===== src/source/r5p_pkg.sv =====
package r5p_pkg;

  //////////////////////////////////////////////////
  // widths
  //////////////////////////////////////////////////

  localparam int unsigned XW = 32;  // register and data width
  localparam int unsigned AW = 32;  // bus address width
  localparam int unsigned RW = 5;   // register index width

  typedef logic [XW-1:0]   xlen_t;  // register or data value
  typedef logic [AW-1:0]   adr_t;   // bus address
  typedef logic [32-1:0]   ins_t;   // instruction word
  typedef logic [RW-1:0]   rid_t;   // register index
  typedef logic [XW/8-1:0] sel_t;   // byte select

  localparam adr_t PC0 = '0;  // reset pc

  //////////////////////////////////////////////////
  // opcodes and function fields
  //////////////////////////////////////////////////

  localparam logic [6:0] OP_OP     = 7'b0110011;
  localparam logic [6:0] OP_IMM    = 7'b0010011;
  localparam logic [6:0] OP_LUI    = 7'b0110111;
  localparam logic [6:0] OP_LOAD   = 7'b0000011;
  localparam logic [6:0] OP_STORE  = 7'b0100011;
  localparam logic [6:0] OP_BRANCH = 7'b1100011;
  localparam logic [6:0] OP_JAL    = 7'b1101111;

  localparam logic [2:0] F3_ADD = 3'b000;  // also SUB
  localparam logic [2:0] F3_SLT = 3'b010;
  localparam logic [2:0] F3_XOR = 3'b100;
  localparam logic [2:0] F3_OR  = 3'b110;
  localparam logic [2:0] F3_AND = 3'b111;
  localparam logic [2:0] F3_LSW = 3'b010;  // word load/store
  localparam logic [2:0] F3_BEQ = 3'b000;
  localparam logic [2:0] F3_BNE = 3'b001;

  localparam logic [6:0] F7_SUB = 7'b0100000;

  //////////////////////////////////////////////////
  // control encodings
  //////////////////////////////////////////////////

  typedef enum logic [2:0] {
    ALU_ADD, ALU_SUB, ALU_AND, ALU_OR, ALU_XOR, ALU_SLT,
    ALU_PASS2  // operand 2 through, for LUI
  } alu_op_t;

  typedef enum logic [1:0] {WB_NONE, WB_ALU, WB_MEM, WB_PCN} wb_sel_t;

  typedef enum logic [1:0] {PC_INC, PC_BRN, PC_JMP} pc_sel_t;

  typedef enum logic [1:0] {FS_IDLE, FS_REQ, FS_EXE} fetch_state_t;

endpackage

===== src/source/r5p_ctl_if.sv =====
`timescale 1ns/10ps

interface r5p_ctl_if;

  import r5p_pkg::*;

  alu_op_t alu_op;  // alu operation
  logic    a2_imm;  // operand 2 from immediate
  xlen_t   imm;     // selected immediate
  rid_t    rs1;
  rid_t    rs2;
  rid_t    rd;
  logic    rd_en;   // register write
  logic    ls_en;   // memory access
  logic    ls_we;   // store
  wb_sel_t wb_sel;  // writeback source
  pc_sel_t pc_sel;  // next pc source
  logic    brn_ne;  // branch on not equal

  // decoder drives everything
  modport dec (
    output alu_op, a2_imm, imm, rs1, rs2, rd, rd_en,
    output ls_en, ls_we, wb_sel, pc_sel, brn_ne
  );

  // execute side, muxes and gpr
  modport exe (
    input alu_op, a2_imm, imm, rs1, rs2, rd, rd_en, wb_sel, pc_sel, brn_ne
  );

  // load/store unit
  modport lsu (
    input ls_en, ls_we
  );

endinterface


===== src/source/r5p_alu.sv =====
`timescale 1ns/10ps

module r5p_alu (
  input  r5p_pkg::alu_op_t op,
  input  r5p_pkg::xlen_t   rs1,
  input  r5p_pkg::xlen_t   rs2,
  output r5p_pkg::xlen_t   rd,   // selected result
  output r5p_pkg::xlen_t   sum,  // adder, load/store address
  output logic             eq    // operands equal, for branches
);

  import r5p_pkg::*;

  logic slt;  // signed less than

  // adder always on, independent of op
  assign sum = rs1 + rs2;

  assign slt = ($signed(rs1) < $signed(rs2));

  assign eq = (rs1 == rs2);

  //////////////////////////////////////////////////
  // result select
  //////////////////////////////////////////////////

  always_comb begin
    unique case (op)
      ALU_ADD:   rd = sum;
      ALU_SUB:   rd = rs1 - rs2;
      ALU_AND:   rd = rs1 & rs2;
      ALU_OR:    rd = rs1 | rs2;
      ALU_XOR:   rd = rs1 ^ rs2;
      ALU_SLT:   rd = xlen_t'(slt);  // zero extended flag
      ALU_PASS2: rd = rs2;           // LUI
      default:   rd = sum;
    endcase
  end

endmodule


===== src/source/r5p_core.sv =====
`timescale 1ns/10ps

module r5p_core (
  input  logic            clk,
  input  logic            rst,
  // instruction fetch bus
  output logic            if_req,
  output r5p_pkg::adr_t   if_adr,
  input  r5p_pkg::ins_t   if_rdt,
  input  logic            if_ack,
  // load/store bus
  output logic            ls_req,
  output logic            ls_wen,
  output r5p_pkg::adr_t   ls_adr,
  output r5p_pkg::sel_t   ls_sel,
  output r5p_pkg::xlen_t  ls_wdt,
  input  r5p_pkg::xlen_t  ls_rdt,
  input  logic            ls_ack
);

  import r5p_pkg::*;

  ins_t  ins;
  adr_t  pc, pc_inc, pc_imm, pc_nxt;
  logic  exe, retire;
  xlen_t gpr_rs1, gpr_rs2, gpr_rd;
  xlen_t alu_rs2, alu_rd, alu_sum;
  logic  alu_eq;
  xlen_t ls_dat;  // load data for writeback

  r5p_ctl_if ctl ();

  //////////////////////////////////////////////////
  // fetch and decode
  //////////////////////////////////////////////////

  r5p_fetch fetch (
    .clk    (clk),
    .rst    (rst),
    .pc_nxt (pc_nxt),
    .retire (retire),
    .if_req (if_req),
    .if_adr (if_adr),
    .if_rdt (if_rdt),
    .if_ack (if_ack),
    .ins    (ins),
    .pc     (pc),
    .exe    (exe)
  );

  r5p_decode decode (
    .ins (ins),
    .ctl (ctl)
  );

  //////////////////////////////////////////////////
  // execute
  //////////////////////////////////////////////////

  r5p_gpr gpr (
    .clk   (clk),
    .rst   (rst),
    .a_rs1 (ctl.rs1),
    .a_rs2 (ctl.rs2),
    .a_rd  (ctl.rd),
    .e_rd  (ctl.rd_en & retire),  // write only on the retire edge
    .d_rd  (gpr_rd),
    .d_rs1 (gpr_rs1),
    .d_rs2 (gpr_rs2)
  );

  assign alu_rs2 = ctl.a2_imm ? ctl.imm : gpr_rs2;  // operand 2 mux

  r5p_alu alu (
    .op  (ctl.alu_op),
    .rs1 (gpr_rs1),
    .rs2 (alu_rs2),
    .rd  (alu_rd),
    .sum (alu_sum),
    .eq  (alu_eq)
  );

  r5p_lsu lsu (
    .clk    (clk),
    .rst    (rst),
    .exe    (exe),
    .ctl    (ctl),
    .adr    (alu_sum),
    .wdt    (gpr_rs2),
    .ls_req (ls_req),
    .ls_wen (ls_wen),
    .ls_adr (ls_adr),
    .ls_sel (ls_sel),
    .ls_wdt (ls_wdt),
    .ls_rdt (ls_rdt),
    .ls_ack (ls_ack),
    .rdt    (ls_dat),
    .retire (retire)
  );

  // writeback mux
  always_comb begin
    unique case (ctl.wb_sel)
      WB_ALU:  gpr_rd = alu_rd;
      WB_MEM:  gpr_rd = ls_dat;
      WB_PCN:  gpr_rd = xlen_t'(pc_inc);  // JAL link
      default: gpr_rd = '0;               // no write
    endcase
  end

  //////////////////////////////////////////////////
  // next pc
  //////////////////////////////////////////////////

  assign pc_inc = pc + adr_t'(4);
  assign pc_imm = pc + adr_t'(ctl.imm);  // branch and jal target

  always_comb begin
    unique case (ctl.pc_sel)
      PC_BRN:  pc_nxt = (alu_eq ^ ctl.brn_ne) ? pc_imm : pc_inc;
      PC_JMP:  pc_nxt = pc_imm;
      default: pc_nxt = pc_inc;
    endcase
  end

  // one instruction in flight, buses never overlap
  a_no_overlap: assert property (
    @(posedge clk) disable iff (rst)
    !(if_req && ls_req)
  );

endmodule


===== src/source/r5p_decode.sv =====
`timescale 1ns/10ps

module r5p_decode (
  input  r5p_pkg::ins_t ins,
  r5p_ctl_if.dec        ctl
);

  import r5p_pkg::*;

  logic [6:0] opc;   // opcode
  logic [2:0] f3;    // funct3
  logic [6:0] f7;    // funct7
  xlen_t      imm_i, imm_s, imm_b, imm_j, imm_u;
  alu_op_t    f3_op; // alu op from funct3
  logic       f3_ok; // funct3 is supported

  assign opc = ins[6:0];
  assign f3  = ins[14:12];
  assign f7  = ins[31:25];

  // immediates, all sign extended from bit 31
  assign imm_i = {{20{ins[31]}}, ins[31:20]};
  assign imm_s = {{20{ins[31]}}, ins[31:25], ins[11:7]};
  assign imm_b = {{19{ins[31]}}, ins[31], ins[7], ins[30:25], ins[11:8], 1'b0};
  assign imm_j = {{11{ins[31]}}, ins[31], ins[19:12], ins[20], ins[30:21], 1'b0};
  assign imm_u = {ins[31:12], 12'b0};

  // shared funct3 map for register and immediate forms
  always_comb begin
    f3_ok = 1'b1;
    unique case (f3)
      F3_ADD:  f3_op = ALU_ADD;
      F3_SLT:  f3_op = ALU_SLT;
      F3_XOR:  f3_op = ALU_XOR;
      F3_OR:   f3_op = ALU_OR;
      F3_AND:  f3_op = ALU_AND;
      default: begin
        f3_op = ALU_ADD;
        f3_ok = 1'b0;  // shifts, sltu
      end
    endcase
  end

  always_comb begin
    // defaults give a no-op
    ctl.alu_op = ALU_ADD;
    ctl.a2_imm = 1'b0;
    ctl.imm    = imm_i;
    ctl.rs1    = ins[19:15];
    ctl.rs2    = ins[24:20];
    ctl.rd     = ins[11:7];
    ctl.rd_en  = 1'b0;
    ctl.ls_en  = 1'b0;
    ctl.ls_we  = 1'b0;
    ctl.wb_sel = WB_NONE;
    ctl.pc_sel = PC_INC;
    ctl.brn_ne = 1'b0;
    unique case (opc)
      OP_OP: begin
        ctl.alu_op = (f3 == F3_ADD && f7 == F7_SUB) ? ALU_SUB : f3_op;
        ctl.rd_en  = f3_ok;
        ctl.wb_sel = f3_ok ? WB_ALU : WB_NONE;
      end
      OP_IMM: begin
        ctl.alu_op = f3_op;
        ctl.a2_imm = 1'b1;
        ctl.rd_en  = f3_ok;
        ctl.wb_sel = f3_ok ? WB_ALU : WB_NONE;
      end
      OP_LUI: begin
        ctl.alu_op = ALU_PASS2;
        ctl.a2_imm = 1'b1;
        ctl.imm    = imm_u;
        ctl.rd_en  = 1'b1;
        ctl.wb_sel = WB_ALU;
      end
      OP_LOAD: begin
        ctl.a2_imm = 1'b1;  // address from the adder
        ctl.rd_en  = (f3 == F3_LSW);
        ctl.ls_en  = (f3 == F3_LSW);
        ctl.wb_sel = (f3 == F3_LSW) ? WB_MEM : WB_NONE;
      end
      OP_STORE: begin
        ctl.a2_imm = 1'b1;
        ctl.imm    = imm_s;
        ctl.ls_en  = (f3 == F3_LSW);
        ctl.ls_we  = (f3 == F3_LSW);
      end
      OP_BRANCH: begin
        ctl.imm    = imm_b;
        ctl.pc_sel = (f3 == F3_BEQ || f3 == F3_BNE) ? PC_BRN : PC_INC;
        ctl.brn_ne = (f3 == F3_BNE);
      end
      OP_JAL: begin
        ctl.imm    = imm_j;
        ctl.rd_en  = 1'b1;
        ctl.wb_sel = WB_PCN;  // link pc + 4
        ctl.pc_sel = PC_JMP;
      end
      default: ;  // unsupported, keep the no-op
    endcase
  end

endmodule


===== src/source/r5p_fetch.sv =====
`timescale 1ns/10ps

module r5p_fetch (
  input  logic           clk,
  input  logic           rst,
  input  r5p_pkg::adr_t  pc_nxt,  // pc after current instruction
  input  logic           retire,
  output logic           if_req,
  output r5p_pkg::adr_t  if_adr,
  input  r5p_pkg::ins_t  if_rdt,
  input  logic           if_ack,
  output r5p_pkg::ins_t  ins,     // latched instruction
  output r5p_pkg::adr_t  pc,
  output logic           exe      // instruction in execute
);

  import r5p_pkg::*;

  fetch_state_t state;

  //////////////////////////////////////////////////
  // fetch fsm and program counter
  //////////////////////////////////////////////////

  always_ff @(posedge clk, posedge rst) begin
    if (rst) begin
      state <= FS_IDLE;
      pc    <= PC0;
    end else begin
      unique case (state)
        FS_IDLE: state <= FS_REQ;  // leave idle right after reset
        FS_REQ: begin
          if (if_ack) state <= FS_EXE;  // instruction arrived
        end
        FS_EXE: begin
          if (retire) begin
            state <= FS_REQ;
            pc    <= pc_nxt;  // pc moves only on retire
          end
        end
        default: state <= FS_IDLE;
      endcase
    end
  end

  assign if_req = (state == FS_REQ);
  assign if_adr = pc;  // stable for the whole request
  assign exe    = (state == FS_EXE);

  // instruction register, loaded on the accepting ack
  always_ff @(posedge clk) begin
    if (if_req && if_ack) ins <= if_rdt;
  end

  // stalled request keeps its address
  a_if_hold: assert property (
    @(posedge clk) disable iff (rst)
    (if_req && !if_ack) |=> (if_req && $stable(if_adr))
  );

endmodule


===== src/source/r5p_gpr.sv =====
`timescale 1ns/10ps

module r5p_gpr (
  input  logic            clk,
  input  logic            rst,
  input  r5p_pkg::rid_t   a_rs1,
  input  r5p_pkg::rid_t   a_rs2,
  input  r5p_pkg::rid_t   a_rd,
  input  logic            e_rd,   // write enable, already qualified by retire
  input  r5p_pkg::xlen_t  d_rd,
  output r5p_pkg::xlen_t  d_rs1,
  output r5p_pkg::xlen_t  d_rs2
);

  import r5p_pkg::*;

  xlen_t gpr [0:2**RW-1];

  // synchronous write port
  // x0 is cleared by reset and never written, so it reads zero
  always_ff @(posedge clk, posedge rst) begin
    if (rst) begin
      for (int i = 0; i < 2**RW; i++) begin
        gpr[i] <= '0;
      end
    end else if (e_rd && (a_rd != '0)) begin
      gpr[a_rd] <= d_rd;
    end
  end

  // combinational read ports
  assign d_rs1 = gpr[a_rs1];
  assign d_rs2 = gpr[a_rs2];

endmodule


===== src/source/r5p_lsu.sv =====
`timescale 1ns/10ps

module r5p_lsu (
  input  logic            clk,
  input  logic            rst,
  input  logic            exe,     // instruction in execute
  r5p_ctl_if.lsu          ctl,
  input  r5p_pkg::xlen_t  adr,     // from the alu adder
  input  r5p_pkg::xlen_t  wdt,     // rs2 value
  output logic            ls_req,
  output logic            ls_wen,
  output r5p_pkg::adr_t   ls_adr,
  output r5p_pkg::sel_t   ls_sel,
  output r5p_pkg::xlen_t  ls_wdt,
  input  r5p_pkg::xlen_t  ls_rdt,
  input  logic            ls_ack,
  output r5p_pkg::xlen_t  rdt,     // load writeback data
  output logic            retire
);

  import r5p_pkg::*;

  //////////////////////////////////////////////////
  // data bus
  //////////////////////////////////////////////////

  assign ls_req = exe & ctl.ls_en;  // held until ack ends execute
  assign ls_wen = ctl.ls_we;

  // word access only, low address bits dropped
  assign ls_adr = adr_t'({adr[XW-1:2], 2'b00});
  assign ls_sel = '1;
  assign ls_wdt = wdt;

  // read data is valid with the ack
  assign rdt = ls_rdt;

  // non-memory retires at once, memory waits for ack
  assign retire = exe & (~ctl.ls_en | ls_ack);

  // stalled transfer keeps every bus output
  a_ls_hold: assert property (
    @(posedge clk) disable iff (rst)
    (ls_req && !ls_ack) |=>
      (ls_req && $stable(ls_wen) && $stable(ls_adr) &&
       $stable(ls_sel) && $stable(ls_wdt))
  );

endmodule


===== config.mk =====
export PLATFORM = sky130hd
export DESIGN_NAME = r5p_core
export DESIGN_NICKNAME = d
export VERILOG_FILES = /design/src/source/r5p_pkg.sv /design/src/source/r5p_ctl_if.sv /design/src/source/r5p_alu.sv /design/src/source/r5p_core.sv /design/src/source/r5p_decode.sv /design/src/source/r5p_fetch.sv /design/src/source/r5p_gpr.sv /design/src/source/r5p_lsu.sv
export SDC_FILE = /design/constraint.sdc
export NUM_CORES = 2
export LEC_CHECK = 0
export BUFFER_PORTS_ARGS = -buffer_cell sky130_fd_sc_hd__buf_2
export CAP_MARGIN = 20
export CORE_AREA = 2 2 351 527
export CTS_BUF_LIST = sky130_fd_sc_hd__clkbuf_8
export CTS_CLUSTER_SIZE = 25
export DETAILED_ROUTE_END_ITERATION = 8
export DIE_AREA = 0 0 353 529
export GPL_TIMING_DRIVEN = 0
export SLEW_MARGIN = 20
export SYNTH_ARGS = -nofsm -noshare
export SYNTH_HDL_FRONTEND = slang
export SYNTH_SLANG_ARGS = --single-unit

===== constraint.sdc =====
create_clock -name clk -period 35.1 [get_ports clk]
set_input_delay 0 -clock clk [delete_from_list [all_inputs] [get_ports clk]]
set_output_delay 0 -clock clk [all_outputs]
set_load 0.02 [all_outputs]

==> out/qor.tcl <==
set qor(yosysUniqueCellTypes) 90
set qor(switching_share) 0.314
set qor(core_area_um2) 182000
set qor(detail_route.wirelength_mm) 357
set qor(worstRegToRegCells) 22
set qor(worst-setup-path-type) {flop to flop}
set qor(cap_violations) 0
set qor(run_status) {completed}
set qor(combined_area_of_the_multi_input_logic_cells_um2) 33200
set qor(clock_path_buffers) 4
set qor(worstHoldEndpoint) {gpr.gpr[374]}
set qor(yosysSeqAreaShare) 0.433
set qor(drc) 0
set qor(critical_path.startpoint) {fetch.ins[20]}
set qor(final_min_period_over_clock_period) 0.332
set qor(clock_latency_late_sink_ns) 0.98
set qor(static-leakage-power_nw) 31.7
set qor(nets) 6658
set qor(boundaryPins) 171
set qor(worst-endpoint-arrival_ns) 12.45
set qor(core.rowCount) 192
set qor(synth_flop_cell) {dfrtp_1}
set qor(detail_route.vias_per_cell) 6.42
set qor(cts_tree) {yes}
set qor(clkTransAtPathRegs_ns) 0.07
set qor(synth.top_cells.by_area) {dfrtp_1, mux4_2, o21ai_0}
set qor(worst-r2r-setup-slack_ns) 23.45
set qor(timing.final.hold_violations) 0
set qor(drt-wirelength-per-cell_um) 39.6
set qor(route.vias.total) 57900
set qor(async_flop_share) 0.971
set qor(cts_inserted_buffers) 178
set qor(max_clock_freq_mhz) 85.8
set qor(postCtsSetupBuffers) 0
set qor(yosys.area.top_type) {dfrtp_1}
set qor(syn-cell-area_um2) 63400
set qor(filler_cell_count) 17900
set qor(clk_root_buffer_cell) {clkbuf_8}
set qor(pwr-share-seq) 0.440
set qor(dieArea_um2) 187000
set qor(die_w_um) 353
set qor(ys_top_cells_by_count) {dfrtp_1, nand2_1, o21ai_0}
set qor(total_routing_usage_gr) 0.378
set qor(timing.hold.worst.class) {input pin to flop}
set qor(yosys_warnings) 0
set qor(crit-reg2reg-capture) {gpr.gpr[128]}
set qor(portBuffers) 164
set qor(synthToLayoutAreaGrowth_pct) 16.5
set qor(rsz0062_at_grt) {false}
set qor(pwr_density_cell_nw_per_um2) 40.0
set qor(setup.worst_path.start_class) {flop}
set qor(die_h_um) 529
set qor(worst_clock_skew_ns) 0.0528
set qor(grt-ovfl-total) 0
set qor(wire_length_of_the_first_global_routing_pass_mm) 479
set qor(globalplace.congestion) 1.03
set qor(place.detailed.hpwl_mm) 276
set qor(net_switching_power_mw) 0.927
set qor(slew_viol_final) 0
set qor(drt_pass1_iterations) 9
set qor(ff_latch_area_um2) 27400
set qor(number_of_global_route_vias_before_repair) 57300
set qor(worst_slew_pin_slew_ns) 1.37
set qor(initial_utilization) 0.348
set qor(layout_min_cycle_time_ns) 11.65
set qor(detail-route-antenna-nets) 0
set qor(power.combinational.fraction) 0.159
set qor(power_frac_clock) 0.401
set qor(ys_seq_elements) 1090
set qor(holdCritStartpoint) {ls_rdt[22]}
set qor(largest_voltage_drop_on_the_vdd_net_mv) 0.0298
set qor(internal-power_mw) 2.03
set qor(pre_cts_slack_ns) 24.05
set qor(relSlewSlack) 0.0877
set qor(synth.avg_cell_area_um2) 10.7
set qor(r2r-start) {fetch.ins[20]}
set qor(netlist.area_leader.share) 0.418
set qor(synth_edf_count) 32
set qor(cts_htree_levels) 4
set qor(number_of_design_rule_violations_left_by_the_first_detailed_router_iteration) 7245
set qor(worst_ep_required_time_ns) 35.90
set qor(post_dp_cell_area_um2) 69200
set qor(yosysMostFrequentCell) {dfrtp_1}
set qor(setup_viol_count_final) 0
set qor(antenna_violations_before_repair) 21
set qor(layout-drive-gt1-share) 0.218
set qor(finish.instance_area_um2) 73900
set qor(grt_start_max_net_pins) 105
set qor(setup.worst_path.end_class) {flop}
set qor(min_path_cells) 4
set qor(layout.core_utilization) 0.406
set qor(setup_slack_ns) 23.45
set qor(p_total_mw) 2.95
set qor(tritoncts_num_sinks) 1090
set qor(crit_path_max_fanout) 10
set qor(syn-instance-count) 5921
critical path, stage by stage (launching register included):
cell and delay (ns):
edfxtp_1 0.45, clkbuf_1 0.93, buf_1 0.83, buf_2 0.72, mux4_2 0.61, mux4_2 0.60, mux2i_1 0.62, nand2_1 0.13
o21ai_0 0.47, inv_1 0.16, ha_1 0.28, fa_1 0.48, nor2b_1 0.22, o211ai_1 0.20, a311oi_1 0.76, a211oi_2 0.40
o21bai_1 0.73, a21oi_1 0.35, o21ai_0 0.80, nand2b_1 0.12, a31oi_1 0.70, clkbuf_1 0.60, o21ai_0 0.22
cells by family (layout without fill, tap and decap cells):
logic type / Yosys count / count (layout) / share of synthesized area
and+or+nand+nor: 1605 / 1605 / 0.106
AOI/OAI and AO/OA: 1563 / 1563 / 0.139
DFF: 1090 / 1090 / 0.433
buffers and inverters: 732 / 1386 / 0.0451
muxes: 706 / 706 / 0.239
adders and majority gates: 134 / 134 / 0.0268
xor gates and xnor gates: 89 / 89 / 0.0123
other: 2 / 21 / 0.000118
power by group through the flow:
stage	Clock, mW	Sequential [mW]	Combinational (mW)
after floorplan	0	1.32	0.226
after global placement	0	1.33	0.413
after detailed placement	0	1.32	0.441
after CTS	1.18	1.30	0.451
after global routing	1.23	1.30	0.475
final	1.18	1.30	0.469
stage by stage:
step	TNS [ns]	instances	hold WS (ns)
floorplan	0	5925	0.0985
CTS	0	9001	0.0673
detailed placement	0	8597	0.145
global placement	-7266.42	8514	0.180
finish	0	9019	0.0914
global route	0	9011	0.123
per-layer routing:
metal  share of wire  routed length, µm  global-route usage
met1            0.30             106000               0.375
met2            0.47             166000               0.614
met3            0.10              35600               0.101
met4            0.14              48500               0.410
met5         0.00015                 53                   0
registers in the layout, indices dropped and copies added (netlist names):
register / cells
fetch.ins: 32
gpr.gpr: 1024
fetch.state: 2
fetch.if_adr: 32
worst max-delay path by stage:
| stage | slack (ns) | endpoint |
|---|---|---|
| floorplan | 5.32 | fetch.if_adr[0] |
| global placement | -7.15 | gpr.gpr[212] |
| detailed placement | 24.05 | gpr.gpr[192] |
| CTS | 24.02 | gpr.gpr[64] |
| global route | 23.72 | gpr.gpr[128] |
| finish | 23.45 | gpr.gpr[128] |
final cells by class:
| class | count | share of cell area |
|---|---|---|
| diodes | 15 | 0.000508 |
| plain buffers | 569 | 0.0328 |
| clock buffers | 225 | 0.0419 |
| clock inverters | 77 | 0.00612 |
| inverters | 163 | 0.00838 |
| multi-input cells | 4103 | 0.450 |
| flip-flops and latches | 1090 | 0.371 |
| well taps | 2425 | 0.0411 |
| repair buffers | 352 | 0.0479 |
cell usage in the layout, fill, tap and decap left out, drive strengths merged, types with 30 or more instances in the layout:
master / n
ha: 130
a221oi: 32
mux4: 640
xnor2: 66
mux2i: 30
buf: 372
inv: 213
nand2: 832
edfxtp: 32
dlygate4sd3: 102
a21oi: 499
nor2: 531
dfrtp: 1058
nor3: 35
o21ai: 751
a31oi: 52
clkbuf: 672
mux2: 36
timing repair:
item / 4_1_cts / 5_1_grt
resized for setup: 0 / 0
hold endpoints to repair: 860 / 0
hold buffers: 102 / 0
Note: power is estimated with default switching activity, not from simulation.
